**config.mk**
```make
export PLATFORM = sky130hd
export DESIGN_NAME = req_hdr_stage
export DESIGN_NICKNAME = d
export VERILOG_FILES = /design/src/verilog/ccip_pkg.sv /design/src/verilog/req_hdr_stage.sv
export VERILOG_INCLUDE_DIRS = /design/src /design/src/verilog
export SDC_FILE = /design/constraint.sdc
export NUM_CORES = 1
export LEC_CHECK = 0
export ABC_AREA = 0
export BUFFER_PORTS_ARGS = -buffer_cell sky130_fd_sc_hd__clkbuf_2
export CORE_UTILIZATION = 40
export CTS_CLUSTER_SIZE = 14
export DETAILED_ROUTE_END_ITERATION = 8
export PLACE_DENSITY_LB_ADDON = 0.25
export SLEW_MARGIN = 20
export SYNTH_ARGS = -nofsm -noshare
export SYNTH_HDL_FRONTEND = slang
export SYNTH_SLANG_ARGS = --single-unit
```
**constraint.sdc**
```tcl
create_clock -name pClk -period 1.6 [get_ports pClk]
set_clock_uncertainty 0.2 [all_clocks]
set_input_delay 0.16 -clock pClk [delete_from_list [all_inputs] [get_ports pClk]]
set_output_delay 0.16 -clock pClk [all_outputs]
set_load 0.005 [all_outputs]
```
**src/verilog/ccip_params.svh**
```systemverilog
// Request path sizing macros

`ifndef CCIP_PARAMS_SVH
`define CCIP_PARAMS_SVH

// ==============================
// Data path
// ==============================

// One memory word moves per request
`define CCIP_DATA_WIDTH 64

// One enable bit for each data byte
`define CCIP_BE_WIDTH 8

// Line address into the local memory, 1024 words deep
`define CCIP_ADDR_WIDTH 10

// Requester tag that comes back unchanged in the response
`define CCIP_MDATA_WIDTH 16

// ==============================
// Request buffering
// ==============================

// Sixteen entries in the request FIFO
`define CCIP_FIFO_DEPTH_RADIX 4

// Free entries left when almost-full rises
`define CCIP_ALM_FULL_SLACK 4

`endif

```
**src/verilog/ccip_pkg.sv**
```systemverilog
// Request path types

`include "ccip_params.svh"

package ccip_pkg;

	// ==============================
	// Request header word
	// ==============================

	// Kind bit selects how the header word is decoded
	typedef enum logic
	{
		REQ_RD = 1'b0,
		REQ_WR = 1'b1
	} t_req_kind;

	// Read view of the header
	// The reserved field is as wide as the write byte enables so both views match in size
	typedef struct packed
	{
		logic [`CCIP_ADDR_WIDTH-1:0]  addr;
		logic [`CCIP_MDATA_WIDTH-1:0] mdata;
		logic [`CCIP_BE_WIDTH-1:0]    rsvd;
	} t_rd_hdr;

	// Write view of the header
	typedef struct packed
	{
		logic [`CCIP_BE_WIDTH-1:0]    byte_en;
		logic [`CCIP_ADDR_WIDTH-1:0]  addr;
		logic [`CCIP_MDATA_WIDTH-1:0] mdata;
	} t_wr_hdr;

	// One 34 bit word with two decodings
	typedef union packed
	{
		t_rd_hdr rd;
		t_wr_hdr wr;
	} t_req_hdr_u;

	// One FIFO entry of 99 bits
	typedef struct packed
	{
		t_req_kind                   kind;
		t_req_hdr_u                  hdr;
		logic [`CCIP_DATA_WIDTH-1:0] data;
	} t_tx_req;

	// ==============================
	// Requester side channels
	// ==============================

	// Read request on c0
	typedef struct packed
	{
		logic                         valid;
		logic [`CCIP_ADDR_WIDTH-1:0]  addr;
		logic [`CCIP_MDATA_WIDTH-1:0] mdata;
	} t_c0_tx;

	// Write request on c1 with its byte enables and payload
	typedef struct packed
	{
		logic                         valid;
		logic [`CCIP_ADDR_WIDTH-1:0]  addr;
		logic [`CCIP_MDATA_WIDTH-1:0] mdata;
		logic [`CCIP_BE_WIDTH-1:0]    byte_en;
		logic [`CCIP_DATA_WIDTH-1:0]  data;
	} t_c1_tx;

	typedef struct packed
	{
		t_c0_tx c0;
		t_c1_tx c1;
	} t_ccip_tx;

	// Read response carrying the stored word
	typedef struct packed
	{
		logic                         valid;
		logic [`CCIP_MDATA_WIDTH-1:0] mdata;
		logic [`CCIP_DATA_WIDTH-1:0]  data;
	} t_c0_rx;

	// Write acknowledgement
	typedef struct packed
	{
		logic                         valid;
		logic [`CCIP_MDATA_WIDTH-1:0] mdata;
	} t_c1_rx;

	// Responses and the throttle flag back toward the requester
	typedef struct packed
	{
		t_c0_rx c0;
		t_c1_rx c1;
		logic   tx_alm_full;
	} t_ccip_rx;

endpackage

```
**src/verilog/req_hdr_stage.sv**
```systemverilog
// Request header stage

`timescale 1ns/1ns

`include "ccip_params.svh"

module req_hdr_stage (
	input  logic               pClk,
	input  logic               rst_n,
	input  ccip_pkg::t_ccip_tx tx,
	output ccip_pkg::t_tx_req  req,
	output logic               req_valid
);

	import ccip_pkg::*;

	// Combinational image of the request before it is registered
	t_tx_req next_req;
	logic    any_valid;

	// Requests cannot be refused so any valid channel produces an entry
	assign any_valid = tx.c0.valid | tx.c1.valid;

	// ==============================
	// Header packing
	// ==============================

	// Channel c1 carries writes and channel c0 carries reads
	// Only one of them is valid in a cycle, so c1 simply takes priority here
	always_comb
	begin
		next_req = '0;
		if (tx.c1.valid)
		begin
			next_req.kind           = REQ_WR;
			next_req.hdr.wr.byte_en = tx.c1.byte_en;
			next_req.hdr.wr.addr    = tx.c1.addr;
			next_req.hdr.wr.mdata   = tx.c1.mdata;
			next_req.data           = tx.c1.data;
		end
		else
		begin
			next_req.kind         = REQ_RD;
			next_req.hdr.rd.addr  = tx.c0.addr;
			next_req.hdr.rd.mdata = tx.c0.mdata;
			// Reads carry no payload and keep the reserved field clear
			next_req.hdr.rd.rsvd  = '0;
			next_req.data         = '0;
		end
	end

	// ==============================
	// Output register
	// ==============================

	// Valid flag is the only control state of this stage
	always_ff @(posedge pClk or negedge rst_n)
	begin
		if (!rst_n)
			req_valid <= 1'b0;
		else
			req_valid <= any_valid;
	end

	// Payload only loads when a request arrives
	always_ff @(posedge pClk)
	begin
		if (any_valid)
			req <= next_req;
	end

	// The requester may never drive a read and a write in the same cycle
	// A second request would be lost since this stage holds one entry per cycle
	a_one_channel: assert property (
		@(posedge pClk) disable iff (!rst_n)
		!(tx.c0.valid && tx.c1.valid)
	) else $error("req_hdr_stage saw c0 and c1 valid together");

endmodule

```
==> run_results.csv, run 1 <==
group,metric,value,unit
run_status,status,"stopped before the end",
logic_synthesis,yosys_warnings,0,
logic_synthesis,yosys-top-cells-count,"edfxtp_1, and2_1, mux2_4",
logic_synthesis,synth_edf_count,99,
logic_synthesis,yosysMostFrequentCell,"edfxtp_1",
clock_tree,cts-resized-gates,0,
run_status,first-error,"[ERROR RSZ-0060] Max buffer count reached.",
clock_tree,numCtsBuffers,9,
clock_tree,cts_setup_buffers,0,
logic_synthesis,syn-mean-instance-area,18.8,µm²
clock_tree,htreeDepth,3,
die,rows,35,
logic_synthesis,ys_types,8,
die,initial_utilization,41.9,%
clock_tree,clk_path_buf_depth,2,
die,die_x,101,µm
logic_synthesis,synth_area_leaders,"edfxtp_1, and2_1, mux2_4",
logic_synthesis,ys_ff_latch,100,
die,io_pins,228,
placement,hpwl,6090,µm
logic_synthesis,ys.flop_type,"edfxtp_1",
placement,numPortBuffers,227,
clock_tree,cts_hold_buffers,116,
logic_synthesis,synth_area_leader_cell,"edfxtp_1",
placement,place_ws,0.166,ns
run_status,lastStage,"clock tree synthesis (4_1_cts)",
logic_synthesis,synth_area,3950,µm²
placement,globalplace.congestion,0.796,
die,die_h,101,µm
logic_synthesis,synth_top_area_share,75.3,%
logic_synthesis,async_flop_share,1.00,%
logic_synthesis,synth_nets,338,
clock_tree,cts.sinks,100,
clock_tree,cts-root-buf,"clkbuf_8",
logic_synthesis,yosysSeqAreaShare,75.9,%
logic_synthesis,synthCells,210,
-- through the flow --
stage / area [µm²] / hold slack (ns) / util (%) / std cells
floorplan: 3960 / -0.336 / - / 210
global placement: 5230 / -0.265 / 55.5 / 561
detailed placement: 5230 / -0.263 / 55.5 / 561
-- cells by family after synthesis --
logic type | count (synthesis) | share of synthesized area [%]
multiplexers | 26 | 9.89
buffers and inverters | 11 | 2.63
flip-flops | 100 | 75.9
AND/OR/NAND/NOR | 73 | 11.6
==> inputs of run 2 (changes only) <==
--- a/config.mk
+++ b/config.mk
@@ -8,10 +8,9 @@
 export LEC_CHECK = 0
 export ABC_AREA = 0
 export BUFFER_PORTS_ARGS = -buffer_cell sky130_fd_sc_hd__clkbuf_2
-export CORE_UTILIZATION = 40
-export CTS_CLUSTER_SIZE = 14
+export CORE_UTILIZATION = 25
 export DETAILED_ROUTE_END_ITERATION = 8
-export PLACE_DENSITY_LB_ADDON = 0.25
+export PLACE_DENSITY_LB_ADDON = 0.15
 export SLEW_MARGIN = 20
 export SYNTH_ARGS = -nofsm -noshare
 export SYNTH_HDL_FRONTEND = slang
==> run 2 against run 1 <==
Against the previous run: the run now ends clean; area after synthesis stayed put; synthesized cell count stayed put.
==> run_results.csv, run 2 <==
group,metric,value,unit
die,io_pins,228,
logic_synthesis,ys_types,8,
placement,hpwl,6200,µm
timing,setup_viol,0,
logic_synthesis,yosys_warnings,0,
worst_setup_path,path_depth,1,
clock_tree,cts_setup_buffers,0,
pwr,powerDensity,918,nW/µm²
placement,globalplace.congestion,0.672,
cells_and_area,nets,695,
detailed_routing,dr.pass1.iters,4,
logic_synthesis,synthMuxAreaShare,9.89,%
timing,relSlewSlack,62.1,%
logic_synthesis,synth_nets,338,
logic_synthesis,yosys-top-cells-count,"edfxtp_1, and2_1, mux2_4",
logic_synthesis,yosysMostFrequentCell,"edfxtp_1",
global_route,grt_max_degree,101,
cells_and_area,layout.cells.non_filler,783,
cells_and_area,antenna_cells,0,
die,die_area,16300,µm²
logic_synthesis,synth-compound-area-share,0,%
logic_synthesis,yosysSeqAreaShare,75.9,%
detailed_routing,wl_per_cell,12.7,µm
die,rows,45,
pwr,pwr-share-clk,33.7,%
die,core,15300,µm²
worst_setup_path,worst_path_max_delay_cell,"edfxtp_1",
logic_synthesis,synth_area_leader_cell,"edfxtp_1",
timing,finalHoldViolCount,0,
logic_synthesis,synth_top_area_share,75.3,%
timing,rsz0062_at_grt,"no",
logic_synthesis,syn-mean-instance-area,18.8,µm²
clock_tree,cts_tree,"done",
pwr,p_int,4.96,mW
worst_setup_path,path_cells,"clkbuf_2",
logic_synthesis,ys_ff_latch,100,
detailed_routing,vias_per_cell,3.85,
logic_synthesis,synthSimpleGateAreaFrac,11.6,%
logic_synthesis,synth_area_leaders,"edfxtp_1, and2_1, mux2_4",
worst_setup_path,cp-endpoint,"req[14]",
global_route,grt_usage,12.4,%
worst_setup_path,setup.worst_path.start,"req[14]$_SDFFCE_PN0P_",
timing,drv_slew,0,
cells_and_area,layout_commonest_cell,"clkbuf_2",
worst_setup_path,worstPathBufferInverterCount,1,
pwr,pwr-share-seq,51.3,%
timing,tightestPinTransition,0.569,ns
clock_tree,clk_path_buf_depth,2,
pwr,p_leak,3.10,nW
cells_and_area,top_register,"req",
global_route,grt_pass1_vias,3108,
clock_tree,cts-resized-gates,0,
logic_synthesis,synth_adder_area_share,0,%
placement,dp.cells,641,
timing,clock.fmax,823,MHz
detailed_routing,wl,9940,µm
logic_synthesis,synth_edf_count,99,
pwr,ir_drop,0.000431,V
logic_synthesis,ys.flop_type,"edfxtp_1",
cells_and_area,drive_gt1_share,47.4,%
worst_setup_path,arrival,0.86,ns
run_status,status,"finished, final reports clean",
detailed_routing,final_antenna_net_count,0,
die,die_x,128,µm
logic_synthesis,synth-xor-area-share,0,%
cells_and_area,final_cell_mix,"clkbuf_2, dlygate4sd3_1, edfxtp_1, and2_1, mux2_4",
detailed_routing,vias,3014,
global_route,use_met2,21.5,%
die,die_h,128,µm
global_route,antenna_found_initial,0,
clock_tree,cts-root-buf,"clkbuf_16",
die,initial_utilization,25.8,%
placement,numPortBuffers,227,
logic_synthesis,synth_area,3950,µm²
worst_setup_path,slowest_delay,0.39,ns
global_route,grt_pass1_wl,15200,µm
worst_setup_path,start_kind,"flop",
worst_setup_path,cp_top_family,"flip-flops",
global_route,use_met1,13.5,%
logic_synthesis,synthCells,210,
cells_and_area,reg_top3,"req x99, req_valid x1",
logic_synthesis,synth_top_family_by_area,"simple AND/OR/NAND/NOR gates",
cells_and_area,largest_reg_flops,99,
timing,period_share,76.0,%
worst_setup_path,end_kind,"primary output",
clock_tree,htreeDepth,3,
global_route,grt_util_met3,3.67,%
timing,period_needed,1.22,ns
worst_setup_path,crit_fanout,1,
global_route,busiest_layer,"met2",
detailed_routing,first_iter_violations,125,
worst_setup_path,crit_type,"flop to primary output",
worst_setup_path,required,1.24,ns
clock_tree,cts.sinks,100,
pwr,p_sw,1.33,mW
pwr,p_sw_share,21.2,%
detailed_routing,route.detailed.drc,0,
pwr,total_power,6.29,mW
hold_path,hp-class,"input port to flop",
flow_run,cap_violations,0,
logic_synthesis,async_flop_share,1.00,%
global_route,grt_overflow_total,0,
pwr,p_comb_share,15.0,%
clock_tree,clkTransAtPathRegs,0.07,ns
clock_tree,numCtsBuffers,9,
cells_and_area,areaGrowthSynthToFinish,73.5,%
[run 2: cell counts after synthesis]
Identical to the previous run, type by type.
[run 2: final cells by class]
type / count / area, µm²
repair buffers: 357 / 2450
clock inverters: 5 / 52.6
clock buffers: 11 / 233
well taps: 211 / 264
fillers: 1439 / 8460
flip-flops and latches: 100 / 3000
multi-input cells: 99 / 850
[run 2: worst min-delay path by stage]
stage                start             endpoint  slack [ns]  cells after the start
global placement     rst_n  req_valid$_DFF_PN0_       -0.26                      1
floorplan            rst_n  req_valid$_DFF_PN0_       -0.34                      0
CTS                 tx[98]    req[98]$_DFFE_PP_        0.13                      2
global route        tx[98]    req[98]$_DFFE_PP_        0.14                      2
detailed placement   rst_n  req_valid$_DFF_PN0_       -0.26                      1
finish              tx[98]    req[98]$_DFFE_PP_        0.15                      2
[run 2: logic make-up (layout without fill, tap and decap cells)]
logic type,after synthesis,count (layout)
buffers and inverters,11,373
DFF,100,100
muxes,26,26
and+or+nand+nor,73,73
[run 2: per-stage QoR]
stage	cell area (µm²)	TNS, ns	setup WS (ns)	utilization [%]	hold WS, ns
2_1_floorplan	3960	-17.87	-0.180	-	-0.336
3_3_place_gp	5310	0	0.173	34.6	-0.264
3_5_place_dp	5310	0	0.148	34.6	-0.263
4_1_cts	6850	0	0.346	44.7	0.128
5_1_grt	6850	0	0.336	44.7	0.138
6_report	6850	0	0.385	44.7	0.148
[run 2: per-layer routing]
| layer | up-vias | wire length, µm |
|---|---|---|
| met3 | 17 | 623 |
| met1 | 1399 | 3830 |
| met2 | 128 | 5190 |
| li1 | 1470 | - |
| met5 | - | 0 |
| met4 | 0 | 292 |
[run 2: timing repair]
item,in CTS,in global routing
setup endpoints to repair,0,0
hold buffers,126,0
hold endpoints to repair,99,0
[run 2: power groups by stage]
stage / Clock (mW) / Combinational [mW] / Sequential (mW)
CTS: 2.23 / 0.953 / 3.23
global placement: 0 / 0.705 / 3.28
finish: 2.12 / 0.942 / 3.23
detailed placement: 0 / 0.708 / 3.29
floorplan: 0 / 0.234 / 3.32
global route: 2.30 / 1.03 / 3.25
No activity file was read; power rests on OpenSTA's default activity.
